### config.mk
export PLATFORM = sky130hd
export DESIGN_NAME = instr_mem
export DESIGN_NICKNAME = d
export VERILOG_FILES = /design/src/source/cpu_pkg.sv /design/src/source/instr_mem.sv
export SDC_FILE = /design/constraint.sdc
export NUM_CORES = 2
export LEC_CHECK = 0
export BUFFER_PORTS_ARGS = -buffer_cell sky130_fd_sc_hd__buf_4
export CORE_MARGIN = 1
export CORE_UTILIZATION = 56
export CTS_CLUSTER_SIZE = 30
export DETAILED_ROUTE_END_ITERATION = 6
export PLACE_DENSITY = 0.75
export SYNTH_ARGS = -nofsm -noshare
export SYNTH_HDL_FRONTEND = slang
export SYNTH_SLANG_ARGS = --single-unit
### constraint.sdc
create_clock -name clk -period 4 [get_ports clk]
set_clock_uncertainty 0.15 [all_clocks]
set_input_delay 0.6 -clock clk [delete_from_list [all_inputs] [get_ports clk]]
set_output_delay 0.6 -clock clk [all_outputs]
set_load 0.005 [all_outputs]
### src/source/cpu_pkg.sv
package cpu_pkg;

	localparam int word_w = 32;
	localparam int reg_addr_w = 5;
	localparam int imem_depth_log2 = 6;
	localparam int dmem_depth_log2 = 6;

	// primary opcodes, instr[31:26]
	localparam logic [5:0] op_rtype = 6'h00;
	localparam logic [5:0] op_j = 6'h02;
	localparam logic [5:0] op_beq = 6'h04;
	localparam logic [5:0] op_addi = 6'h08;
	localparam logic [5:0] op_lw = 6'h23;
	localparam logic [5:0] op_sw = 6'h2b;

	// r-type function codes, instr[5:0]
	localparam logic [5:0] fn_sll = 6'h00;
	localparam logic [5:0] fn_add = 6'h20;
	localparam logic [5:0] fn_sub = 6'h22;
	localparam logic [5:0] fn_and = 6'h24;
	localparam logic [5:0] fn_or = 6'h25;
	localparam logic [5:0] fn_slt = 6'h2a;

	// alu_add is zero so a cleared bundle is still a legal alu selection
	typedef enum logic [2:0] {
		alu_add = 3'd0,
		alu_sub = 3'd1,
		alu_and = 3'd2,
		alu_or = 3'd3,
		alu_slt = 3'd4,
		alu_sll = 3'd5
	} alu_op_t;

	typedef struct packed {
		logic regwrite;
		logic memtoreg;
		logic memread;
		logic memwrite;
		logic isbranch;
		logic isjump;
		logic alusrc;
		logic regdst;
		alu_op_t alu;
	} ctrl_t;

	typedef struct packed {
		logic valid;
		logic [word_w-1:0] pc_next;
		logic [word_w-1:0] instr;
	} if_id_t;

	typedef struct packed {
		logic valid;
		ctrl_t ctrl;
		logic [word_w-1:0] pc_next;
		logic [word_w-1:0] data_rs;
		logic [word_w-1:0] data_rt;
		logic [word_w-1:0] imm;
		logic [word_w-1:0] pc_jump;
		logic [reg_addr_w-1:0] rt;
		logic [reg_addr_w-1:0] rd;
	} id_ex_t;

	typedef struct packed {
		logic valid;
		ctrl_t ctrl;
		logic [word_w-1:0] pc_branch;
		logic zero;
		logic [word_w-1:0] alu_result;
		logic [word_w-1:0] data_rt;
		logic [reg_addr_w-1:0] wreg;
	} ex_mem_t;

	typedef struct packed {
		logic valid;
		logic regwrite;
		logic memtoreg;
		logic [word_w-1:0] memout;
		logic [word_w-1:0] alu_result;
		logic [reg_addr_w-1:0] wreg;
	} mem_wb_t;

endpackage

### src/source/instr_mem.sv
`timescale 1ns/1ps

module instr_mem (
	input logic clk,
	input logic [cpu_pkg::word_w-1:0] pc,
	output logic [cpu_pkg::word_w-1:0] instr,
	input logic load_we,
	input logic [cpu_pkg::imem_depth_log2-1:0] load_addr,
	input logic [cpu_pkg::word_w-1:0] load_data
);

	logic [cpu_pkg::word_w-1:0] mem [2**cpu_pkg::imem_depth_log2];

	// program loading only, the core never writes here
	always_ff @(posedge clk) begin
		if (load_we) begin
			mem[load_addr] <= load_data;
		end
	end

	// byte address to word index, upper pc bits wrap
	assign instr = mem[pc[cpu_pkg::imem_depth_log2+1:2]];

endmodule

== After elaboration in Yosys (flattened, before gate mapping) ==
Memory sizes are Yosys's and may differ from the RTL's.
Cells that the tools add are included.
Operators by class
  mux-type cells: 2
  divide/modulo/power cells: 0
  order comparisons: 0
  shift-type cells: 0
  add/subtract/negate cells: 0
  reductions and logical operators: 0
  eq/ne operators: 0
  bitwise operators: 0
  $mul: 0
Operators by type and width (count)
  1-bit 2-to-1 mux: 2
Word-level totals
  memory bits (writable): 2048
  register bits after elaboration: 0
  word-level logic and storage cells: 3
  memories kept: 1
  bits in latches: 0
  memory bits (read-only): 0
Memories
  mem: words 64, width 32, read ports 1, clocked after Yosys merged registers in 0, write ports 1, RTL line instr_mem.sv:12  | logic [cpu_pkg::word_w-1:0] mem [2**cpu_pkg::imem_depth_log2];

== Depth between registers and ports, before layout ==
  depth in word-level cells: 2
  gate-level depth with buffers: 10
  mapped depth without buffers: 5

== Worst setup path after synthesis ==
OpenSTA, ideal clock, no wires.
  path kind: input to register
  start: in load_addr[3] (netlist name)
  end: mem mem[48][0] (netlist name), enable pin
  setup slack: 0.090 ns
  library setup time: 0.461 ns
  arrival time: 3.299 ns
  buffers on the path: 1
  cell stages on the path: 4
  path through: clkbuf_1 > nor2b_1 > nand4b_1 > nor3_1
RTL lines
  start: declaration: RTL line instr_mem.sv:8  | input logic [cpu_pkg::imem_depth_log2-1:0] load_addr,
  end: declaration: RTL line instr_mem.sv:12
Straight into the memory's write port.

== Worst setup path after layout ==
  start: in pc[2] (netlist name)
  end: out instr[3] (netlist name)
Between the ends
  word-level cells in the longest chain between the ends: 1
RTL lines
  start: declaration: RTL line instr_mem.sv:5  | input logic [cpu_pkg::word_w-1:0] pc,
  memory read 64 x 32 bit
  end: declaration: RTL line instr_mem.sv:6  | output logic [cpu_pkg::word_w-1:0] instr,
Every way passes these cells.

==> summary.md <==
| Metric | Value |
|---|---|
| Run status | `finished, final reports clean` |
| Largest net degree at the start of global routing | `65` |
| Final period util | `0.992` |
| Top Registers | `mem (2048)` |
| Final min period | `between 3 and 4 ns` |
| # rows | `136` |
| Max layer used | `met5` |
| # fillers | `8442` |
| Syn Nets | `between 3k and 4k` |
| Die Footprint | `roughly 140000 µm²` |
| Gpl congestion | `just under 0.8` |
| Worst Setup Start Kind | `input pin` |
| Input/output buffers | `77` |
| Routed vias/inst | `between 6 and 7` |
| Num CTS Buffers | `190` |
| CTS Sinks | `slightly above 2k` |
| Yosys warning total | `0` |
| Register area | `a little over 60000 µm²` |
| Drc violations | `0` |
| PD cells | `between 400 and 500 nW/µm²` |
| DP Cell Count | `a little over 5k` |
| Dpl hpwl | `102000 µm` |
| Starting Density | `0.566` |
| CP required | `3.25 ns` |
| Routed wire length | `between 150000 and 200000 µm` |
| Ys async rst share | `0` |
| Synthesized area | `slightly below 80000 µm²` |
| 1st-pass router iterations | `5` |
| WL met2 | `approximately 94000 µm` |
| Overflow left after global routing | `0` |
| Wl on met1 | `approximately 70000 µm` |
| Global-route wire length before repair | `277000 µm` |
| Via count | `37.8k` |
| TNS Setup | `0 ns` |
| Flops & latches, synth | `between 2k and 2.5k` |
| Leak pwr | `between 0.02 and 0.03 µW` |
| Largest register FFs | `~2k` |
| Initial antenna violation count | `5` |
| Final hold viol count | `0` |
| WP data arrival | `between 3 and 4 ns` |
| CTS Buffer Depth | `3` |
| Hold Path Stages | `2` |
| Routed len/inst | `~35 µm` |
| Antenna-violating nets left | `0` |
| Library cells used by synthesis | `33` |
| Area delta synth->final | `13.8%` |
| Max-slew violations | `0` |
| I/O Pins | `about 100` |
| CTS clock-pin slew for the worst setup and hold paths | `~0.060 ns` |
| IR Drop Worst-Case VDD | `approximately 450 µV` |
| Die Ht | `375 µm` |
| CP endpoint kind | `primary output` |
| Non-filler cells, final | `about 5.5k` |
| Fmax | `around 0.25 GHz` |
| Global Route Usage Sum | `0.283` |
| Nets | `3662` |
| Max cap viols | `0` |
| Met3 wire length | `23300 µm` |
| Starting DRT DRC Count | `between 5k and 6k` |
| Synth Flop Type | `edfxtp_1` |
| Setup violators final | `0` |
| Post-synthesis sequential area ratio | `0.790` |
| Post-synth EDFFs | `2048` |
| Worst Setup Path Type | `input pin to primary output` |
| H-Tree Depth | `4` |
| Clock root buffer | `clkbuf_16` |
| Cells after synthesis | `~3.3k` |
| Core Region | `around 140000 µm²` |
| Number of global-route vias before repair | `approximately 38k` |
| Fin Hold WS | `0.135 ns` |
| RSZ-0062 raised after global routing | `false` |
| Slew margin rel. | `0.380` |
| Share of layout cells above drive strength 1 | `0.312` |
| Avg Inst Size Synth | `between 20 and 25 µm²` |
| Die Width | `between 300 and 400 µm` |
| Clock tree from TritonCTS | `yes` |
| Worst Path Max Fanout | `33` |
| Total Power | `about 44000 µW` |
| Hold crit path type | `input pin to register` |
| Top reg by flops | `mem` |
| Multi-input gate area | `about 16000 µm²` |
| Least-Margin Pin Slew | `between 0.9 and 1 ns` |
## report_power, final
group | leakage, µW | total [µW] | switching, µW | internal (µW)
Combinational | 0.00633 | 2290 | 1360 | 930
Sequential | 0.0184 | 23800 | 36.8 | 23800
Clock | 0.00293 | 17800 | 7770 | 10000
## layout make-up
| class | instances | area share |
|---|---|---|
| Sequential cell | 2048 | 0.694 |
| Multi-Input combinational cell | 1062 | 0.180 |
| Clock buffer | 224 | 0.0553 |
| Timing Repair Buffer | 288 | 0.0321 |
| Tap cell | 1794 | 0.0253 |
| Clock inverter | 113 | 0.0132 |
| Antenna cell | 2 | 0.0000565 |
## critical path: stages
cell and delay [ns]:
buf_8 0.34, buf_12 0.31, mux4_2 0.54, mux4_2 0.53, o22ai_1 0.31, buf_4 0.18
nor2_1 0.11, buf_4 0.17
## layout by cell type (no fill, tap or decap), drive strengths merged, types with 6 or more instances in the layout
cell type     n
a311oi        8
edfxtp     2048
nand2b        8
clkinvlp     13
clkinv       74
nor3          7
clkbuf      224
bufinv       20
buf         288
nor2b        15
nand2        26
a22oi        12
o221ai       27
mux4        544
o22ai        84
inv           6
nor2        137
a21oi        62
mux2i        93
## cell families (layout without fill, tap and decap cells)
kind of cell / count (synthesis) / in the layout / synth area share
simple gates: 223 / 223 / 0.0128
compound gates: 202 / 202 / 0.0169
flops: 2048 / 2048 / 0.790
mux: 637 / 637 / 0.169
other cells: 0 / 2 / 0
buf+inv: 182 / 625 / 0.0114
## layer usage
metal	GRT usage	vias up
li1	-	14800
met1	0.391	19900
met2	0.446	2696
met3	0.0624	453
met4	0.108	6
met5	0	-
## path summary, 6_finish.rpt
check                   startpoint          end  slack, ns
worst max-delay path         pc[2]     instr[3]       0.03
worst min-delay path  load_addr[1]  mem[48][17]       0.14
## repair_timing
item                       in CTS  in global routing
hold buffers                    0                  0
setup endpoints to repair       1                  0
gates resized for setup         1                  0
setup buffers                   0                  0
## stage by stage
step                instance area (µm²)  setup slack [ns]   util
floorplan                         77900            0.0902      -
global placement                  82600            0.0710  0.600
detailed placement                82600            0.0795  0.600
CTS                               88600            0.0574  0.644
global route                      88600            0.0110  0.644
finish                            88600            0.0334  0.644
## cell usage after synthesis, types with 7 or more instances
| cell type | number | area share |
|---|---|---|
| nand2b_1 | 8 | 0.00064 |
| nor2b_1 | 15 | 0.0012 |
| o22ai_1 | 84 | 0.0067 |
| clkbuf_1 | 74 | 0.0036 |
| buf_1 | 21 | 0.0010 |
| buf_4 | 25 | 0.0024 |
| o221ai_1 | 27 | 0.0030 |
| buf_2 | 57 | 0.0037 |
| edfxtp_1 | 2048 | 0.79 |
| a311oi_1 | 8 | 0.00090 |
| a21oi_1 | 62 | 0.0040 |
| mux4_2 | 544 | 0.16 |
| nand2_1 | 26 | 0.0013 |
| nor3_1 | 7 | 0.00045 |
| nor2_1 | 137 | 0.0066 |
| a22oi_1 | 12 | 0.0012 |
| mux2i_1 | 93 | 0.012 |
No activity file was read; power rests on OpenSTA's default activity.
