===== config.mk =====
export PLATFORM = sky130hd
export DESIGN_NAME = alu
export DESIGN_NICKNAME = d
export VERILOG_FILES = /design/src/source/cpu_pkg.sv /design/src/source/alu.sv
export SDC_FILE = /design/constraint.sdc
export NUM_CORES = 1
export LEC_CHECK = 0
export BUFFER_PORTS_ARGS = -buffer_cell sky130_fd_sc_hd__buf_2
export CORE_UTILIZATION = 40
export DETAILED_ROUTE_END_ITERATION = 8
export GPL_TIMING_DRIVEN = 0
export PLACE_DENSITY = 0.6
export RECOVER_POWER = 50
export SLEW_MARGIN = 10
export SYNTH_ARGS = -nofsm -noshare
export SYNTH_HDL_FRONTEND = slang
export SYNTH_SLANG_ARGS = --single-unit
export TNS_END_PERCENT = 10

===== constraint.sdc =====
create_clock -name vclk -period 8.2
set_input_delay 0.82 -clock vclk [all_inputs]
set_output_delay 0.82 -clock vclk [all_outputs]
set_load 0.02 [all_outputs]

===== src/source/cpu_pkg.sv =====
package cpu_pkg;

	localparam int word_w = 32;
	localparam int reg_addr_w = 5;
	localparam int imem_depth_log2 = 6;
	localparam int dmem_depth_log2 = 6;

	// primary opcodes, instr[31:26]
	localparam logic [5:0] op_rtype = 6'h00;
	localparam logic [5:0] op_j = 6'h02;
	localparam logic [5:0] op_beq = 6'h04;
	localparam logic [5:0] op_addi = 6'h08;
	localparam logic [5:0] op_lw = 6'h23;
	localparam logic [5:0] op_sw = 6'h2b;

	// r-type function codes, instr[5:0]
	localparam logic [5:0] fn_sll = 6'h00;
	localparam logic [5:0] fn_add = 6'h20;
	localparam logic [5:0] fn_sub = 6'h22;
	localparam logic [5:0] fn_and = 6'h24;
	localparam logic [5:0] fn_or = 6'h25;
	localparam logic [5:0] fn_slt = 6'h2a;

	// alu_add is zero so a cleared bundle is still a legal alu selection
	typedef enum logic [2:0] {
		alu_add = 3'd0,
		alu_sub = 3'd1,
		alu_and = 3'd2,
		alu_or = 3'd3,
		alu_slt = 3'd4,
		alu_sll = 3'd5
	} alu_op_t;

	typedef struct packed {
		logic regwrite;
		logic memtoreg;
		logic memread;
		logic memwrite;
		logic isbranch;
		logic isjump;
		logic alusrc;
		logic regdst;
		alu_op_t alu;
	} ctrl_t;

	typedef struct packed {
		logic valid;
		logic [word_w-1:0] pc_next;
		logic [word_w-1:0] instr;
	} if_id_t;

	typedef struct packed {
		logic valid;
		ctrl_t ctrl;
		logic [word_w-1:0] pc_next;
		logic [word_w-1:0] data_rs;
		logic [word_w-1:0] data_rt;
		logic [word_w-1:0] imm;
		logic [word_w-1:0] pc_jump;
		logic [reg_addr_w-1:0] rt;
		logic [reg_addr_w-1:0] rd;
	} id_ex_t;

	typedef struct packed {
		logic valid;
		ctrl_t ctrl;
		logic [word_w-1:0] pc_branch;
		logic zero;
		logic [word_w-1:0] alu_result;
		logic [word_w-1:0] data_rt;
		logic [reg_addr_w-1:0] wreg;
	} ex_mem_t;

	typedef struct packed {
		logic valid;
		logic regwrite;
		logic memtoreg;
		logic [word_w-1:0] memout;
		logic [word_w-1:0] alu_result;
		logic [reg_addr_w-1:0] wreg;
	} mem_wb_t;

endpackage


===== src/source/alu.sv =====
`timescale 1ns/1ps

module alu (
	input cpu_pkg::alu_op_t op,
	input logic [cpu_pkg::word_w-1:0] s,
	input logic [cpu_pkg::word_w-1:0] t,
	input logic [4:0] shamt,
	output logic [cpu_pkg::word_w-1:0] result,
	output logic zero
);

	always_comb begin
		case (op)
			cpu_pkg::alu_add: begin
				result = s + t;
			end
			cpu_pkg::alu_sub: begin
				result = s - t;
			end
			cpu_pkg::alu_and: begin
				result = s & t;
			end
			cpu_pkg::alu_or: begin
				result = s | t;
			end
			cpu_pkg::alu_slt: begin
				// signed compare, result is 0 or 1
				result = {{(cpu_pkg::word_w-1){1'b0}}, $signed(s) < $signed(t)};
			end
			cpu_pkg::alu_sll: begin
				// sll shifts rt, rs is ignored
				result = t << shamt;
			end
			default: begin
				result = '0;
			end
		endcase
	end

	assign zero = (result == '0);

endmodule


## Yosys cells after proc, flatten, opt, wreduce, memory -nomap -nowiden

Cells that the tools add are included.

| word-level totals | value |
|---|---|
| register bits | 0 |
| output and inout port bits | 33 |
| bits of input ports | 72 |

| operators by class | value |
|---|---|
| shift operators | 1 |
| bitwise gates (word level) | 2 |
| add/sub/neg operators | 2 |
| eq/ne operators | 5 |
| order comparisons | 1 |
| reduce and logical (&&, ||, !) cells | 2 |
| multiplexer cells | 1 |

Operators with widths:

| kind | count |
|---|---|
| case mux 32 bit (6 select lines) | 1 |
| adder 32 bit | 1 |
| bitwise AND 32 bit | 1 |
| zero test 32 bit | 1 |
| < comparator 32 bit | 1 |
| OR 32 bit | 1 |
| left shift 32 x 5 -> 32 bit | 1 |
| subtractor 32 bit | 1 |
| equality test 3 x 2 -> 1 bit (second input constant) | 2 |
| equality test 3 bit (second input constant) | 2 |
| equality test 3 x 1 -> 1 bit (second input constant) | 1 |
| zero test 3 bit | 1 |

## Depth between registers and ports, before layout

| logic depth | value |
|---|---|
| depth after elaboration | 3 |
| gate-level depth with buffers | 14 |
| gate-level depth less buffers | 13 |

## Worst setup path before layout

Ideal clock, no wire load.

| timing path | value |
|---|---|
| path type | input-to-output |
| from | input port s[0] (netlist name) |
| to | output port zero |
| path slack | 3.532 ns |
| stages | 12 |
| data required time | 7.380 ns |
| arrival | 3.848 ns |
| cell sequence | ha_1 > fa_1 > a21o_1 > a221o_1 > o2bb2ai_2 > o21a_1 > o32ai_2 > o211ai_1 > or3_1 > nor4b_2 > nand4_1 > nor2_1 |

| on the way | value |
|---|---|
| word-level cells in the longest chain between the ends | 3 |
| elaborated cells between the ends (all ways) | 7 |
| those cells by class | 2 x add/sub; 1 x order compare; 1 x mux; 2 x bitwise; 1 x reduce/logical |

Ends and longest elaborated chain:

| item | line | RTL |
|---|---|---|
| from (decl) | alu.sv:5 | `input logic [cpu_pkg::word_w-1:0] s,` |
| subtractor 32 bit or adder 32 bit (tied branches) | alu.sv:18, alu.sv:15 |  |
| case mux 32 bit (6 select lines) (*) | alu.sv:13 | `case (op)` |
| via result (one bit) | alu.sv:8 | `output logic [cpu_pkg::word_w-1:0] result,` |
| zero test 32 bit (*) | alu.sv:40 | `assign zero = (result == '0);` |
| to (decl) | alu.sv:9 | `output logic zero` |

The timed path passes the listed nets; every way through them passes the cells marked *.

## Worst setup path in the final report

| timing path | value |
|---|---|
| from | input port op[0] |
| to | output port zero |

| on the way | value |
|---|---|
| word-level cells in the longest chain between the ends | 3 |
| elaborated cells between the ends (all ways) | 8 |
| those cells by class | 5 x eq/ne; 1 x mux; 2 x reduce/logical |

Ends and longest elaborated chain:

| item | line | RTL |
|---|---|---|
| from (decl) | alu.sv:4 | `input cpu_pkg::alu_op_t op,` |
| equality test 3 bit, or another cell as far along | alu.sv:13 |  |
| case mux 32 bit (6 select lines) (*) | alu.sv:13 |  |
| zero test 32 bit (*) | alu.sv:40 |  |

Every way passes the cells marked *; elsewhere a longest branch is shown, timed or not.

==> qor.csv <==
metric,value,unit
grt_pass1_vias,8706,
drtIter0Drc,1037,
min_period,5.98,ns
p_leak,0.00376,µW
seq_cells,0,
antenna_found_initial,0,
synth_cells,1106,
slew_violations,0,
worstSetupEndpointType,output port,
startpoint_type,primary input,
synth.net_count,1281,
power.internal,222,µW
cts_resized,0,
rsz0062_at_grt,no,
nNetsFinal,1386,
crit_fanout,10,
pre_cts_slack,2.80,ns
yosysTopAreaCell,ha_1,
wl,35800,µm
cpPeakStageDelay,0.76,ns
ant_nets,0,
synth_cell_types,85,
ios,105,
post_cts_buffers,0,
grt_pass1_wl,53300,µm
core,18700,µm²
path_class,in2out,
die_h,140,µm
synth.area.top_cells,"ha_1 (17%), mux4_2 (8.3%), a21oi_1 (6.1%), nor2_1 (5.7%), mux2i_1 (5.1%)",
fin_setup_tns,0,ns
hold_class,in2out,
first_pass_iters,5,
cp_slowest_cell,clkbuf_1,
drv_cap,0,
die_w,140,µm
gp_congestion,1.03,
crit_chain,buf_2 -> clkbuf_1 -> clkbuf_1 -> clkbuf_1 -> clkbuf_1 -> nand2_1 -> o21ai_0 -> o22ai_1 -> a21oi_1 -> o2111ai_1 -> nor4b_2 -> nand4_1 -> nor2_1 -> buf_2,
ys_seq_area_share,0,%
floorplan.initialDensity,40.7,%
synth_top_area_share,16.6,%
post_synth.cell_area_avg,6.88,µm²
status,completed,
dr_total_vias,9580,
seqPwrFrac,0,%
clockPowerShare,0,%
hold_buffers,0,
worst_slew_pin_slew,1.04,ns
overflow,0,
grt_max_degree,11,
track_usage,35.4,%
setup_viol,0,
p_per_area,77.1,nW/µm²
antennaDiodeCount,0,
syn_area,7610,µm²
worst_slack,2.22,ns
post-route-period-util,73.0,%
wl_per_cell,24.8,µm
core.rowCount,50,
hold_violations,0,
seq_area,0,µm²
final_layout_size_suffix_gt1_share,15.5,%
power_frac_comb,100.0,%
io_buffers,103,
area_delta_synth_final,10.4,%
cpMostUsedCell,clkbuf_1,
dp_hpwl,29700,µm
viasPerCell,6.64,
dieArea,19600,µm²
ir_drop,35.2,µV
clock.fmax,167,MHz
drc,0,
clkbuf_count,0,
sw_frac_of_total,65.8,%
ys_warn_count,0,
relSlewSlack,29.8,%
cp_data_arrival_time,5.16,ns
switching_power,426,µW
worstPathRequired,7.38,ns
-- synth_stat cells, drive strengths merged (5+ instances only) --
| master | instances |
|---|---|
| a21o | 12 |
| a31oi | 10 |
| o21bai | 12 |
| a211oi | 23 |
| nand3 | 24 |
| nand2 | 98 |
| or3 | 12 |
| mux4 | 28 |
| a31o | 5 |
| nor2 | 115 |
| nor4 | 8 |
| o41ai | 7 |
| o31a | 9 |
| nor3 | 28 |
| o22ai | 19 |
| buf | 37 |
| nand4 | 14 |
| and3 | 8 |
| mux2 | 8 |
| inv | 103 |
| o31ai | 14 |
| mux2i | 40 |
| o221ai | 15 |
| o311ai | 8 |
| nor2b | 17 |
| o21ai | 60 |
| a21oi | 92 |
| o21a | 8 |
| o211ai | 28 |
| a221o | 7 |
| nand2b | 9 |
| o221a | 9 |
| o2111ai | 7 |
| a221oi | 10 |
| clkbuf | 34 |
| and2 | 6 |
| ha | 101 |
-- metrics by stage --
stage               total power [µW]  hold WS (ns)  area, µm²  cells  utilization, %
finish                           648          2.38       8400   1443            44.9
global route                     689          2.39       8400   1443            44.9
CTS                              633          2.34       8420   1443            45.0
detailed placement               630          2.33       8420   1443            45.0
global placement                 628          2.35       8420   1443            45.0
floorplan                        419          1.96       7610   1106               -
-- cells by family after synthesis --
family	share of synthesized area [%]
adder cells (fa/ha/maj)	17.1
AO/OA/AOI/OAI	35.4
AND/OR/NAND/NOR	22.5
XOR/XNOR	0.575
buffers and inverters	9.59
multiplexers	14.8
-- critical path: cells and delay by family --
kind	cells	cell delay (ns)
buffers and inverters	6	2.69
AND/OR/NAND/NOR	4	0.88
AO/OA/AOI/OAI	4	0.76
-- cell usage in the layout, fill, tap and decap left out, types with 8 or more instances in the layout --
master | netlist | routed
nor2_1 | 115 | 115
inv_1 | 98 | 98
o31ai_1 | 14 | 14
o31a_1 | 9 | 9
a211oi_1 | 22 | 22
nand3_1 | 24 | 24
nand2b_1 | 9 | 9
a31oi_1 | 9 | 9
o21ai_1 | 10 | 10
a221oi_1 | 10 | 10
o221a_2 | 8 | 8
o21ai_0 | 50 | 50
nor3_1 | 27 | 26
nand2_1 | 98 | 98
o22ai_1 | 19 | 19
o211ai_1 | 28 | 28
mux2i_1 | 39 | 39
ha_1 | 101 | 101
a21oi_1 | 92 | 92
or3_1 | 10 | 10
a21o_1 | 12 | 12
o21a_1 | 8 | 8
nand4_1 | 14 | 14
clkbuf_1 | 34 | 47
o221ai_1 | 15 | 15
and3_1 | 8 | 8
mux4_2 | 28 | 28
nor2b_1 | 17 | 17
buf_2 | 22 | 113
o21bai_1 | 12 | 12
nor4_1 | 8 | 8
-- layer usage --
layer | part of all wire [%] | wire [µm] | vias up | track usage, %
met2 | 43 | 15500 | 600 | 56.3
met3 | 9.1 | 3280 | 111 | 3.49
met4 | 5.6 | 2000 | 0 | 16.7
met5 | 0 | 0 | - | 0
met1 | 42 | 15000 | 4498 | 48.2
li1 | - | - | 4371 | -
-- power by group through the flow --
stage | Clock [µW] | Sequential (µW) | Combinational (µW)
after floorplan | 0 | 0 | 419
after global placement | 0 | 0 | 628
after detailed placement | 0 | 0 | 630
after CTS | 0 | 0 | 633
after global routing | 0 | 0 | 689
final | 0 | 0 | 648
-- path summary, 6_finish.rpt --
check | from | to | cells after the start | slack, ns
max | op[0] | zero | 14 | 2.22
min | shamt[3] | result[1] | 5 | 2.38
-- final cells by class --
type | instances | area [µm²]
Inverter | 103 | 387
Timing Repair Buffer | 103 | 503
Fill cell | 2059 | 10300
Tap cell | 234 | 293
Multi-Input combinational cell | 932 | 6880
Buffer | 71 | 340
Note: power is estimated with default switching activity, not from simulation.
