File: config.mk
export PLATFORM = sky130hd
export DESIGN_NAME = data_mem_flat
export DESIGN_NICKNAME = d
export VERILOG_FILES = /design/src/source/cpu_pkg.sv /design/src/source/dmem_if.sv /design/src/source/data_mem.sv /design/src/flat_wrapper.sv
export SDC_FILE = /design/constraint.sdc
export NUM_CORES = 2
export LEC_CHECK = 0
export BUFFER_PORTS_ARGS = -buffer_cell sky130_fd_sc_hd__buf_2
export CORE_MARGIN = 1.5
export CORE_UTILIZATION = 45
export DETAILED_ROUTE_END_ITERATION = 10
export MAX_ROUTING_LAYER = met4
export PLACE_DENSITY = 0.68
export SLEW_MARGIN = 20
export SYNTH_ARGS = -nofsm -noshare
export SYNTH_HDL_FRONTEND = slang
export SYNTH_SLANG_ARGS = --single-unit
File: constraint.sdc
create_clock -name clk -period 11.5 [get_ports clk]
set_input_delay 2.3 -clock clk [delete_from_list [all_inputs] [get_ports clk]]
set_output_delay 2.3 -clock clk [all_outputs]
set_load 0.01 [all_outputs]
File: src/source/cpu_pkg.sv
package cpu_pkg;

	localparam int word_w = 32;
	localparam int reg_addr_w = 5;
	localparam int imem_depth_log2 = 6;
	localparam int dmem_depth_log2 = 6;

	// primary opcodes, instr[31:26]
	localparam logic [5:0] op_rtype = 6'h00;
	localparam logic [5:0] op_j = 6'h02;
	localparam logic [5:0] op_beq = 6'h04;
	localparam logic [5:0] op_addi = 6'h08;
	localparam logic [5:0] op_lw = 6'h23;
	localparam logic [5:0] op_sw = 6'h2b;

	// r-type function codes, instr[5:0]
	localparam logic [5:0] fn_sll = 6'h00;
	localparam logic [5:0] fn_add = 6'h20;
	localparam logic [5:0] fn_sub = 6'h22;
	localparam logic [5:0] fn_and = 6'h24;
	localparam logic [5:0] fn_or = 6'h25;
	localparam logic [5:0] fn_slt = 6'h2a;

	// alu_add is zero so a cleared bundle is still a legal alu selection
	typedef enum logic [2:0] {
		alu_add = 3'd0,
		alu_sub = 3'd1,
		alu_and = 3'd2,
		alu_or = 3'd3,
		alu_slt = 3'd4,
		alu_sll = 3'd5
	} alu_op_t;

	typedef struct packed {
		logic regwrite;
		logic memtoreg;
		logic memread;
		logic memwrite;
		logic isbranch;
		logic isjump;
		logic alusrc;
		logic regdst;
		alu_op_t alu;
	} ctrl_t;

	typedef struct packed {
		logic valid;
		logic [word_w-1:0] pc_next;
		logic [word_w-1:0] instr;
	} if_id_t;

	typedef struct packed {
		logic valid;
		ctrl_t ctrl;
		logic [word_w-1:0] pc_next;
		logic [word_w-1:0] data_rs;
		logic [word_w-1:0] data_rt;
		logic [word_w-1:0] imm;
		logic [word_w-1:0] pc_jump;
		logic [reg_addr_w-1:0] rt;
		logic [reg_addr_w-1:0] rd;
	} id_ex_t;

	typedef struct packed {
		logic valid;
		ctrl_t ctrl;
		logic [word_w-1:0] pc_branch;
		logic zero;
		logic [word_w-1:0] alu_result;
		logic [word_w-1:0] data_rt;
		logic [reg_addr_w-1:0] wreg;
	} ex_mem_t;

	typedef struct packed {
		logic valid;
		logic regwrite;
		logic memtoreg;
		logic [word_w-1:0] memout;
		logic [word_w-1:0] alu_result;
		logic [reg_addr_w-1:0] wreg;
	} mem_wb_t;

endpackage

File: src/source/dmem_if.sv
`timescale 1ns/1ps

interface dmem_if;

	logic [cpu_pkg::word_w-1:0] addr;
	logic [cpu_pkg::word_w-1:0] wdata;
	logic read;
	logic write;
	// memory answers within the same cycle
	logic [cpu_pkg::word_w-1:0] rdata;

	modport core (
		output addr, wdata, read, write,
		input rdata
	);

	modport mem (
		input addr, wdata, read, write,
		output rdata
	);

endinterface

File: src/source/data_mem.sv
`timescale 1ns/1ps

module data_mem (
	input logic clk,
	dmem_if.mem bus
);

	logic [cpu_pkg::word_w-1:0] mem [2**cpu_pkg::dmem_depth_log2];
	logic [cpu_pkg::dmem_depth_log2-1:0] idx;

	// word index from the byte address
	assign idx = bus.addr[cpu_pkg::dmem_depth_log2+1:2];

	always_ff @(posedge clk) begin
		if (bus.write) begin
			mem[idx] <= bus.wdata;
		end
	end

	// idle reads return zero
	assign bus.rdata = bus.read ? mem[idx] : '0;

endmodule

File: src/flat_wrapper.sv
// flat-port wrapper written by rule: the top's interface ports become plain ports
module data_mem_flat 
  (clk, bus_addr, bus_wdata, bus_read, bus_write, bus_rdata);
  dmem_if bus_i ();
  input logic clk;
  input wire logic [$bits(bus_i.addr)-1:0] bus_addr;
  input wire logic [$bits(bus_i.wdata)-1:0] bus_wdata;
  input wire logic [$bits(bus_i.read)-1:0] bus_read;
  input wire logic [$bits(bus_i.write)-1:0] bus_write;
  output wire logic [$bits(bus_i.rdata)-1:0] bus_rdata;
  assign bus_i.addr = bus_addr;
  assign bus_i.wdata = bus_wdata;
  assign bus_i.read = bus_read;
  assign bus_i.write = bus_write;
  assign bus_rdata = bus_i.rdata;
  data_mem u_core (.clk(clk), .bus(bus_i));
endmodule
**After elaboration in Yosys (flattened, before gate mapping)**

Memories as Yosys holds them, arrays and structs flattened.
Cells that the tools add are included.

- Bits in registers: 0
- Latch bits: 0
- Bits in writable memories: 2048
- Memory bits (read-only): 0
- Bits of input ports: 67
- Word-level logic and storage cells: 4
- Memories kept: 1

Memories:

| name | words | width | read ports | clocked after memory_dff | write ports | RTL line | RTL |
|---|---|---|---|---|---|---|---|
| u_core.mem | 64 | 32 | 1 | 0 | 1 | data_mem.sv:8 | `logic [cpu_pkg::word_w-1:0] mem [2**cpu_pkg::dmem_depth_log2];` |

- Add/sub/neg operators: 0
- Multipliers: 0
- Divide/modulo/power cells: 0
- $lt $le $gt $ge: 0
- Equality and inequality tests: 0
- Shift operators: 0
- Mux-type cells: 3
- Bitwise operators: 0
- Reductions and logical operators: 0

Operators with widths:

| kind | count |
|---|---|
| 32-bit 2-to-1 mux | 1 |
| 1-bit 2-to-1 mux | 2 |

**Depth between registers and ports, before layout**

- Word-level depth: 2
- Gate-level depth with buffers: 10

**Worst setup path after synthesis**

Ideal clock, no wire load.

- Path type: input -> output
- From: in bus_addr[3]
- To: out bus_rdata[31]
- Arrival time: 3.930 ns
- Slack: 5.270 ns
- Stages: 9
- Path through: buf_6 > buf_8 > buf_4 > buf_2 > mux4_2 > nor2_1 > nor3_1 > a2111oi_0 > a31oi_1

- Longest elaborated chain between the ends: 2

RTL lines:

| element | RTL line | RTL |
|---|---|---|
| start, declared | flat_wrapper.sv:6 | `input wire logic [$bits(bus_i.addr)-1:0] bus_addr;` |
| memory 64 x 32 bit | -- |  |
| 32-bit 2-to-1 mux | data_mem.sv:21 | `assign bus.rdata = bus.read ? mem[idx] : '0;` |
| end, declared | flat_wrapper.sv:10 | `output wire logic [$bits(bus_i.rdata)-1:0] bus_rdata;` |

Every way passes these cells.

**Final worst setup path**

- From: in bus_addr[2]
- To: out bus_rdata[27]

Same word-level chain as after synthesis.

==> reports/qor.yml <==
yosys:
  seq_area_frac_synth: 0.7863
  synthCells: 4311
  yosysTopAreaCellShare: 0.7863
  synth_edf_count: 2048
  avgSynthCellArea_um2: 18.14
  synth_warnings: 0
  netlist_top_cells_area: "edfxtp_1 (79%), a22oi_1 (3.1%), a221oi_1 (2.7%), mux2_2 (2.4%), mux2i_1 (1.5%)"
  syn_nets: 4378
  synth_cell_types: 65
  yosys_most_used_dff: "edfxtp_1"
  netlist.top_cell.by_area: "edfxtp_1"
  synth_seq_cells: 2048
  synth-async-reset-ratio: 0
  syn_area_um2: 78210
clock_tree:
  hold_buffers: 0
  post-cts-setup-buffer-count: 0
  cts-root-buf: "clkbuf_16"
  clock_sinks: 2048
  cts_buffer_depth: 3
  path_clk_slew_ns: 0.06
  numCtsBuffers: 192
  cts_htree_levels: 4
  cts-resized-gates: 0
  cts_tree: "built"
detailed_routing:
  remaining_drc_errors: 0
  drt_iter0_markers: 7106
  routedWlPerCell_um: 32.53
  firstDrtPassIters: 6
  wirelength_mm: 223.1
  vias_per_cell: 6.559
  vias: 44970
  ant_nets: 0
run_status:
  status: "complete, no violations"
power_and_ir_drop:
  ir_drop_uv: 160.2
  power.leakage_nw: 26.82
  powerDensity_nw_per_um2: 171.8
global_route:
  grt_pass1_wl_mm: 314.7
  grt-ovfl-total: 0
  grt_max_degree: 110
  grt_pass1_vias: 43260
  antenna_found_initial: 9
  grt_use_total: 0.2574
finish:
  nNetsFinal: 4458
  largestRegisters: "u_core.mem: 2048 flops"
  largest_reg_flops: 2048
  drive_gt1_frac: 0.1707
  regMostFlops: "u_core.mem"
  syn_to_final_growth_pct: 12.00
floorplanning:
  die_h_um: 419.9
  start_util: 0.4544
  row_count: 152
  die_w_um: 419.9
  core_area_um2: 172100
  io_pins: 99
  die_area_um2: 176300
placement:
  gp_congestion: 0.8458
  place_hpwl_mm: 122.4
  portBuffers: 72
timing:
  setup_viol: 0
  holdWs_ns: 2.009
  fmax_mhz: 116.8
  hold_violations: 0
  worst_pin_slew_ns: 1.141
  slew_headroom: 0.2334
  rsz0062_at_grt: "no"
  period_needed_ns: 8.560
  finalSetupTns_ns: 0
  final_max_slew_viol_count: 0
  final.period_utilization: 0.7444
worst_setup_path:
  cp_common_cell: "buf_4"
  endpoint_kind: "output port"
  path_max_fanout: 52
  crit_type: "input port to output port"
  slowest_delay_ns: 0.74
  crit_required_ns: 9.20
  arrival_ns: 6.26
  cp_slowest_cell: "buf_4"
  start_kind: "input port"
  crit_chain: "buf_8, buf_4, and2_4, buf_4, a221oi_1, o22ai_1, a22oi_1, a41oi_1, buf_2"
flow_run:
  maxCapViolCount: 0
worst_hold_path:
  min_path_type: "input port to flop"
layer usage:
metal	wire, um	GRT usage	part of all wire
met2	105400	0.3991	0.47
met5	0	-	0
met4	10470	0.1107	0.047
met1	82480	0.3323	0.37
met3	24740	0.04960	0.11
cell usage in the layout (no fill, tap or decap), drive strengths merged, types with 12 or more instances in the layout:
| cell type | count |
|---|---|
| a221o | 84 |
| nor3 | 77 |
| o2111ai | 13 |
| clkinv | 81 |
| a21oi | 52 |
| nor2 | 114 |
| mux4 | 25 |
| mux2 | 166 |
| nand3b | 17 |
| inv | 16 |
| and3 | 43 |
| a222oi | 27 |
| buf | 227 |
| nand2 | 40 |
| nor4 | 26 |
| o221ai | 14 |
| mux2i | 115 |
| a22oi | 319 |
| a221oi | 242 |
| o22ai | 100 |
| a2bb2oi | 27 |
| a41oi | 43 |
| nor3b | 47 |
| clkbuf | 241 |
| o22a | 17 |
| a22o | 53 |
| edfxtp | 2048 |
| nand3 | 46 |
| a31oi | 23 |
| o21ai | 102 |
| a311oi | 12 |
area by class of cell:
type                            count  area (um2)
Clock buffer                      241        5052
Timing Repair Buffer              227        1702
Antenna cell                        8       20.02
Sequential cell                  2048       61500
Fill cell                       13650       84520
Tap cell                         2310        2890
Clock inverter                    101       728.2
Multi-Input combinational cell   1917       15680
Inverter                            5       21.27
cells in the mapped netlist (6+ instances only):
master        n
a21oi_1      52
a221o_1      84
a221oi_1    242
a222oi_1     27
a22o_1       53
a22oi_1     319
a2bb2oi_1    27
a311oi_1     12
a31oi_1      23
a41oi_1      43
and3_1       43
and3b_1       7
buf_1        25
buf_2       132
buf_4        24
buf_6         9
clkbuf_1    148
edfxtp_1   2048
mux2_2      166
mux2i_1     115
mux4_2       25
nand2_1      40
nand2b_1      8
nand3_1      46
nand3b_1     16
nor2_1      112
nor2b_1       6
nor3_1       76
nor3b_1      43
nor4_1       26
o2111ai_1    13
o21ai_0     102
o221ai_1     14
o22a_1       17
o22ai_1     100
or3b_2        8
final timing paths:
| kind | cells past startpoint | startpoint | slack, ns | endpoint |
|---|---|---|---|---|
| min | 1 | bus_wdata[21] | 2.01 | u_core.mem[5][21]$_DFFE_PP_ |
| max | 9 | bus_addr[2] | 2.94 | bus_rdata[27] |
cells by family (layout without fill, tap and decap cells):
| group | count (synthesis) | in the layout | synth area share |
|---|---|---|---|
| flip-flops | 2048 | 2048 | 0.7863 |
| other | 0 | 8 | 0 |
| AND/OR/NAND/NOR | 457 | 457 | 0.03201 |
| AO/OA/AOI/OAI | 1154 | 1154 | 0.1147 |
| buffers and inverters | 346 | 574 | 0.02117 |
| multiplexers | 306 | 306 | 0.04582 |
worst max-delay path: cells and delay by family:
kind | cells | cell delay (ns)
buf+inv | 4 | 1.86
simple gates | 1 | 0.71
compound gates | 4 | 1.25
metrics by stage:
| stage | power (mW) | area, um2 | worst slack [ns] | std cells | util |
|---|---|---|---|---|---|
| final | 15.05 | 87600 | 2.940 | 6857 | 0.5089 |
| after global routing | 15.40 | 87590 | 2.875 | 6855 | 0.5089 |
| after CTS | 15.08 | 87540 | 2.952 | 6849 | 0.5086 |
| after detailed placement | 9.223 | 81760 | 2.949 | 6507 | 0.4751 |
| after global placement | 9.204 | 81750 | 2.828 | 6506 | 0.4750 |
| after floorplan | 8.840 | 78210 | 5.270 | 4311 | - |
where the power goes:
| part | switching [mW] | internal, mW |
|---|---|---|
| clock network | 2.71 | 3.26 |
| registers | 0.0117 | 8.27 |
| logic | 0.578 | 0.221 |
No activity file was read; power rests on OpenSTA's default activity.
