$ cat src/source/cpu_pkg.sv
package cpu_pkg;

	localparam int word_w = 32;
	localparam int reg_addr_w = 5;
	localparam int imem_depth_log2 = 6;
	localparam int dmem_depth_log2 = 6;

	// primary opcodes, instr[31:26]
	localparam logic [5:0] op_rtype = 6'h00;
	localparam logic [5:0] op_j = 6'h02;
	localparam logic [5:0] op_beq = 6'h04;
	localparam logic [5:0] op_addi = 6'h08;
	localparam logic [5:0] op_lw = 6'h23;
	localparam logic [5:0] op_sw = 6'h2b;

	// r-type function codes, instr[5:0]
	localparam logic [5:0] fn_sll = 6'h00;
	localparam logic [5:0] fn_add = 6'h20;
	localparam logic [5:0] fn_sub = 6'h22;
	localparam logic [5:0] fn_and = 6'h24;
	localparam logic [5:0] fn_or = 6'h25;
	localparam logic [5:0] fn_slt = 6'h2a;

	// alu_add is zero so a cleared bundle is still a legal alu selection
	typedef enum logic [2:0] {
		alu_add = 3'd0,
		alu_sub = 3'd1,
		alu_and = 3'd2,
		alu_or = 3'd3,
		alu_slt = 3'd4,
		alu_sll = 3'd5
	} alu_op_t;

	typedef struct packed {
		logic regwrite;
		logic memtoreg;
		logic memread;
		logic memwrite;
		logic isbranch;
		logic isjump;
		logic alusrc;
		logic regdst;
		alu_op_t alu;
	} ctrl_t;

	typedef struct packed {
		logic valid;
		logic [word_w-1:0] pc_next;
		logic [word_w-1:0] instr;
	} if_id_t;

	typedef struct packed {
		logic valid;
		ctrl_t ctrl;
		logic [word_w-1:0] pc_next;
		logic [word_w-1:0] data_rs;
		logic [word_w-1:0] data_rt;
		logic [word_w-1:0] imm;
		logic [word_w-1:0] pc_jump;
		logic [reg_addr_w-1:0] rt;
		logic [reg_addr_w-1:0] rd;
	} id_ex_t;

	typedef struct packed {
		logic valid;
		ctrl_t ctrl;
		logic [word_w-1:0] pc_branch;
		logic zero;
		logic [word_w-1:0] alu_result;
		logic [word_w-1:0] data_rt;
		logic [reg_addr_w-1:0] wreg;
	} ex_mem_t;

	typedef struct packed {
		logic valid;
		logic regwrite;
		logic memtoreg;
		logic [word_w-1:0] memout;
		logic [word_w-1:0] alu_result;
		logic [reg_addr_w-1:0] wreg;
	} mem_wb_t;

endpackage

$ cat src/source/control.sv
`timescale 1ns/1ps

module control (
	input logic [5:0] opcode,
	input logic [5:0] funct,
	output cpu_pkg::ctrl_t ctrl
);

	always_comb begin
		// anything not listed below becomes a bubble
		ctrl = '0;
		case (opcode)
			cpu_pkg::op_rtype: begin
				ctrl.regwrite = 1'b1;
				ctrl.regdst = 1'b1;
				case (funct)
					cpu_pkg::fn_add: ctrl.alu = cpu_pkg::alu_add;
					cpu_pkg::fn_sub: ctrl.alu = cpu_pkg::alu_sub;
					cpu_pkg::fn_and: ctrl.alu = cpu_pkg::alu_and;
					cpu_pkg::fn_or: ctrl.alu = cpu_pkg::alu_or;
					cpu_pkg::fn_slt: ctrl.alu = cpu_pkg::alu_slt;
					cpu_pkg::fn_sll: ctrl.alu = cpu_pkg::alu_sll;
					default: ctrl = '0;
				endcase
			end
			cpu_pkg::op_addi: begin
				ctrl.regwrite = 1'b1;
				ctrl.alusrc = 1'b1;
				ctrl.alu = cpu_pkg::alu_add;
			end
			cpu_pkg::op_lw: begin
				ctrl.regwrite = 1'b1;
				ctrl.memtoreg = 1'b1;
				ctrl.memread = 1'b1;
				ctrl.alusrc = 1'b1;
				ctrl.alu = cpu_pkg::alu_add;
			end
			cpu_pkg::op_sw: begin
				ctrl.memwrite = 1'b1;
				ctrl.alusrc = 1'b1;
				ctrl.alu = cpu_pkg::alu_add;
			end
			cpu_pkg::op_beq: begin
				// equal operands leave a zero difference
				ctrl.isbranch = 1'b1;
				ctrl.alu = cpu_pkg::alu_sub;
			end
			cpu_pkg::op_j: begin
				ctrl.isjump = 1'b1;
			end
			default: ctrl = '0;
		endcase
	end

endmodule

$ cat config.mk
export PLATFORM = sky130hd
export DESIGN_NAME = control
export DESIGN_NICKNAME = d
export VERILOG_FILES = /design/src/source/cpu_pkg.sv /design/src/source/control.sv
export SDC_FILE = /design/constraint.sdc
export NUM_CORES = 1
export LEC_CHECK = 0
export BUFFER_PORTS_ARGS = -buffer_cell sky130_fd_sc_hd__clkbuf_2
export CAP_MARGIN = 20
export CELL_PAD_IN_SITES_DETAIL_PLACEMENT = 1
export CELL_PAD_IN_SITES_GLOBAL_PLACEMENT = 1
export CORE_AREA = 2 2 39 41
export DETAILED_ROUTE_END_ITERATION = 12
export DIE_AREA = 0 0 41 43
export PLACE_DENSITY = 0.68
export SYNTH_ARGS = -nofsm -noshare
export SYNTH_HDL_FRONTEND = slang
export SYNTH_SLANG_ARGS = --single-unit
$ cat constraint.sdc
create_clock -name vclk -period 1.1
set_clock_uncertainty 0.2 [all_clocks]
set_input_delay 0.11 -clock vclk [all_inputs]
set_output_delay 0.11 -clock vclk [all_outputs]
set_load 0.05 [all_outputs]
---- After elaboration in Yosys (flattened, before gate mapping) ----
Cells that the tools add are included.
cells by class
  equal/unequal tests ..................... 10
  mux-type cells .......................... 10
  reductions and logical operators ........ 5
operators with widths
  operator            count
  $eq 6x6->1 const B  7
  $pmux 3 s5          1
  $logic_not 6->1     2
  $pmux 1 s2          5
  $mux 8              1
  $eq 6x2->1 const B  1
  $eq 6x3->1 const B  1
  $eq 6x4->1 const B  1
  $pmux 3 s2          1
  $reduce_or 6->1     1
  $pmux 2 s2          1
  $reduce_or 3->1     1
  $reduce_or 2->1     1
  $mux 1              1
word-level totals
  register bits after elaboration ......... 0
  input bits .............................. 12
  output and inout bits ................... 11
  word-level logic and storage cells ...... 25

---- Logic depth before layout (Yosys ltp) ----
Gate-level depths: netlist (run 1).
  word-level depth ........................ 4
  mapped depth ............................ 4
  depth with buffers taken out ............ 4

---- Worst setup path before layout (run 1) ----
No wires, ideal clock.
  kind .................................... in2out
  start ................................... input opcode[0]
  end ..................................... output ctrl[2] (netlist name)
  data arrival time ....................... 2.176 ns
  required time ........................... 0.790 ns
  setup slack ............................. -1.386 ns
  stages .................................. 3
  buffers on the path ..................... 0
  path through ............................ nor3_1 nand3b_1 nor4b_1
RTL lines
  item             line          text
  start, declared  control.sv:4  input logic [5:0] opcode,
  end, declared    control.sv:6  output cpu_pkg::ctrl_t ctrl

==> run metrics, run 1 <==
crit-path max cell delay=0.34 ns; antenna violations before repair=0; Cells after Synth=32; Slew Limit Headroom=0.792; delay-heaviest family, CP=compound AO/OA/AOI/OAI gates; syn nets=44; fin crit share=1.40; io pins=23; crit path time final=1.54 ns; Final ANT Viol Nets=0; Die Y=about 43 um; Via Count=~440; FF/Latch Area=0 um2; initial drt markers=6; first-pass GRT wire length=between 2000 and 2500 um; Syn Area/Cell=around 6 um2; # fillers=around 140; share of layout cells above drive strength 1=0.849; Setup-failing EPs final=11; Final Max Tran Viols=0; core area=between 1000 and 1500 um2; Synth cell types=22; Total Routing Usage GR=0.182; wire length per cell=between 15 and 20 um; Worst-Margin Slew=0.313 ns; Hold Fails Final Rpt=0; CLK BUF=0; Synth top area share=0.179; gr ovfl total=0; Hold Path Class=in2out; chip width=41 um; Core Rows=14; routability cong.=0.746; initial core utilization=0.141; Die ar.=between 1500 and 2000 um2; Syn Std Cell Area=just under 200 um2; Buf/Inv on CP=2; final net count=87; vias in the first global route=between 400 and 500; status=complete, but fails checks; most frequent cells in the layout=buf_4, buf_6, buf_8; crit-path cells=buf_6, or2_4, o32a_1, a311oi_4, buf_8; max_cap viols=0; I/O Buffers=23; First-pass DRT Iterations=2; final hold slack=0.389 ns; dpl hpwl=between 900 and 1000 um; Post-CTS Hold Buffers=0; RSZ-0062 raised after global routing=yes; Setup CP Type=in2out; Vias/cell=4.93; failing checks=negative setup slack; Power Density=277 nW/um2; worst setup margin=-0.440 ns; WP data arrival=between 1 and 1.5 ns; num sequential=0; highest net fanout along the worst path=2; top post-synthesis cells by area=nor3_1, nor2_1, nor2b_1, o32a_1, a221oi_1; critical path launch point type=input pin; CP max-delay cell=o32a_1; PnR Total Power=roughly 0.23 mW; pre-CTS setup slack=-0.634 ns; most common cell after layout, fill and taps aside=buf_4; Pleak=0.352 nW; post-synthesis sequential area ratio=0; final wirelength=about 1600 um; area leader, netlist=nor3_1; largest net degree at the start of global routing=7; Setup crit end kind=output port; max frequency=between 600 and 700 MHz; number of diodes=0; area grow syn2layout=320%; number of warnings issued by yosys=0; VDD IR max=between 0.1 and 0.15 mV; DRC=0; CP Data Required Time=0.79 ns
==> power by group <==
group          switching (mW)  total, mW  internal (mW)
registers                   0          0              0
logic                   0.112      0.227          0.115
clock network               0          0              0
total                   0.112      0.227          0.115
==> final timing paths <==
kind | endpoint | startpoint | cells past startpoint | slack [ns]
min | ctrl[2] | funct[4] | 4 | 0.39
max | ctrl[10] | funct[4] | 5 | -0.44
==> cells by family (layout without fill, tap and decap cells) <==
group | after synthesis | after routing | share of synthesized area
buf+inv | 2 | 43 | 0.0577
simple gates | 23 | 23 | 0.667
xor+xnor | 1 | 1 | 0.0449
compound gates | 6 | 6 | 0.231
==> area by class of cell <==
type | instances | area (um2) | share of cell area
timing repair buffer | 42 | 445 | 0.544
multi-input combinational | 30 | 350 | 0.427
tap | 16 | 20.0 | 0.0244
inverter | 1 | 3.75 | 0.00458
==> cells in the mapped netlist (all sizes together) <==
cell    count
a21oi       1
a221oi      1
a311oi      1
and3        2
buf         1
inv         1
nand2       1
nand2b      1
nand3       1
nand3b      1
nand4b      1
nor2        4
nor2b       2
nor3        7
nor3b       1
nor4b       1
o21a        1
o21ai       1
o32a        1
or2         1
xnor2       1
==> metal layers <==
metal,track usage,part of all wire,vias up
li1,-,-,210
met1,0.188,0.35,211
met2,0.359,0.60,16
met3,0.0157,0.034,2
met4,0.0333,0.0089,0
met5,0,0,-
==> what timing repair did <==
item / CTS / global route
setup endpoints to repair: 11 / 11
resized for setup: 33 / 27
pin swaps: 8 / 5
setup buffers: 4 / 1
==> metrics by stage <==
step	area (um2)	TNS, ns	cells	utilization
6_report	820	-3.14	89	0.592
5_1_grt	820	-3.60	89	0.592
4_1_cts	747	-3.19	88	0.540
3_5_place_dp	572	-4.07	84	0.413
3_3_place_gp	572	-3.82	84	0.413
2_1_floorplan	309	-3.10	32	-
(Power assumes the default switching activity.)
==> run 2, diff against run 1 <==
--- a/config.mk
+++ b/config.mk
@@ -15,2 +15,3 @@
 export PLACE_DENSITY = 0.68
+export RECOVER_POWER = 100
 export SYNTH_ARGS = -nofsm -noshare
--- a/constraint.sdc
+++ b/constraint.sdc
@@ -4,2 +4,2 @@
 set_output_delay 0.11 -clock vclk [all_outputs]
-set_load 0.05 [all_outputs]
+set_load 0.1 [all_outputs]
==> run 2 against run 1 <==
Effect of this change: the run still ends with negative setup slack left; critical path depth is 1 higher; utilization is 0.54 points lower; fmax is 4.3% lower; routed wire length is 26% lower; setup slack worse by 0.069 ns; final cell count is 3.4% lower; total power is 4.9% lower; non-clock buffer count is 3 lower; die area stayed put; global-route usage is 5.0 points lower; flip-flop and latch count stayed put; combinational power is 5% lower; highest routed layer is now met3.
==> run metrics, run 2 (synthesis gave the netlist of run 1 again) <==
wire length per cell=13.5 um (-24%); status=complete, but fails checks; Setup CP Type=in2out; critical path launch point type=input pin; CP Data Required Time=0.79 ns (about the same); Setup-failing EPs final=11 (unchanged); Die Y=43 um (unchanged); Final Max Tran Viols=0 (unchanged); CP max-delay cell=o32a_1; fin crit share=1.46 (+0.0623); Final ANT Viol Nets=0 (unchanged); Die ar.=1760 um2 (unchanged); largest net degree at the start of global routing=7 (unchanged); VDD IR max=0.115 mV (-14%); delay-heaviest family, CP=compound AO/OA/AOI/OAI gates; crit path time final=1.61 ns (+0.0686 ns); RSZ-0062 raised after global routing=yes; Buf/Inv on CP=2 (unchanged); final hold slack=0.440 ns (+0.0503 ns); Setup crit end kind=output port; Total Routing Usage GR=0.132 (-0.0501); final core utilization=0.587 (-0.00543); Pleak=0.332 nW (-5.8%); number of diodes=0 (unchanged); most frequent cells in the layout=buf_4, buf_12, buf_6; share of layout cells above drive strength 1=0.829 (-0.0207); Power Density=266 nW/um2 (-4.0%); initial drt markers=4 (-2); Hold Path Class=in2out; WP data arrival=1.30 ns (+0.07 ns); final wirelength=1160 um (-26%); io pins=23 (unchanged); num sequential=0 (unchanged); FF/Latch Area=0 um2 (unchanged); crit-path cells=clkbuf_8, nor2_4, a21oi_2, o32a_1, a311oi_4, buf_12; antenna violations before repair=0 (unchanged); worst setup margin=-0.509 ns (-0.0686 ns); vias in the first global route=404 (-14%); max_cap viols=0 (unchanged); Vias/cell=4.84 (-1.9%); Core Rows=14 (unchanged); Hold Fails Final Rpt=0 (unchanged); max frequency=622 MHz (-4.3%); failing checks=negative setup slack; Via Count=416 (-5.2%); # fillers=147 (+2.1%); dpl hpwl=937 um (+0.33%); First-pass DRT Iterations=3 (+1); area grow syn2layout=316%; area of the multi-input gates=339 um2 (-3.2%); Post-CTS Hold Buffers=0 (unchanged); gr ovfl total=0 (unchanged); Worst-Margin Slew=0.302 ns (-0.0104 ns); crit-path max cell delay=0.38 ns (+0.04 ns); routability cong.=0.708 (-5.2%); first-pass GRT wire length=1720 um (-22%); most common cell after layout, fill and taps aside=buf_4; initial core utilization=0.141 (unchanged); core area=1380 um2 (unchanged); CLK BUF=0 (unchanged); I/O Buffers=23 (unchanged); Slew Limit Headroom=0.799 (+0.00778); DRC=0 (unchanged); chip width=41 um (unchanged); highest net fanout along the worst path=3 (+1); final net count=84 (-3.4%)
[run 2: changes by cell type in the layout (fill, tap and decap cells not counted), sizes merged]
cell,before,now
buf,35,31
clkbuf,7,8
[run 2: tightest hold or removal path: stages]
cell and delay [ns]:
clkbuf_2 0.10, and3_4 0.16, buf_12 0.16
[run 2: through the flow]
stage | cells | instance area (um2) | power (mW) | setup TNS, ns | setup slack [ns]
after floorplan | 32 | 317 | 0.0788 | -6.92 | -0.917
after global placement | 83 | 694 | 0.175 | -3.86 | -0.545
after detailed placement | 83 | 694 | 0.180 | -4.15 | -0.577
after CTS | 86 | 771 | 0.202 | -3.91 | -0.559
after global routing | 86 | 812 | 0.230 | -4.22 | -0.555
final | 86 | 812 | 0.216 | -3.59 | -0.509
[run 2: final timing paths]
path,end,from,slack [ns],cells after the start
worst max-delay path,ctrl[10],funct[2],-0.51,6
worst min-delay path,ctrl[5],opcode[1],0.44,3
[run 2: final cells by class]
cell class	instances	area share
repair buffers	39	0.553
well taps	16	0.0247
inverters	1	0.00462
multi-input cells	30	0.418
[run 2: routing by layer]
layer,wire (um),GRT usage,share of wire
met5,0,0,0
met4,0,0,0
met3,60,0.00524,0.052
met2,730,0.259,0.63
met1,370,0.153,0.32
[run 2: where the power goes]
group	switching (mW)	leakage [nW]	internal, mW
Clock	0	0	0
Combinational	0.113	0.332	0.104
Sequential	0	0	0
Total	0.113	0.332	0.104
[run 2: repair_timing]
item | in CTS | in global routing
setup buffers | 3 | 1
gates resized for setup | 12 | 13
hold endpoints to repair | 0 | 0
endpoints found under the setup margin | 11 | 11
gates cloned | 0 | 0
pin swaps | 9 | 4
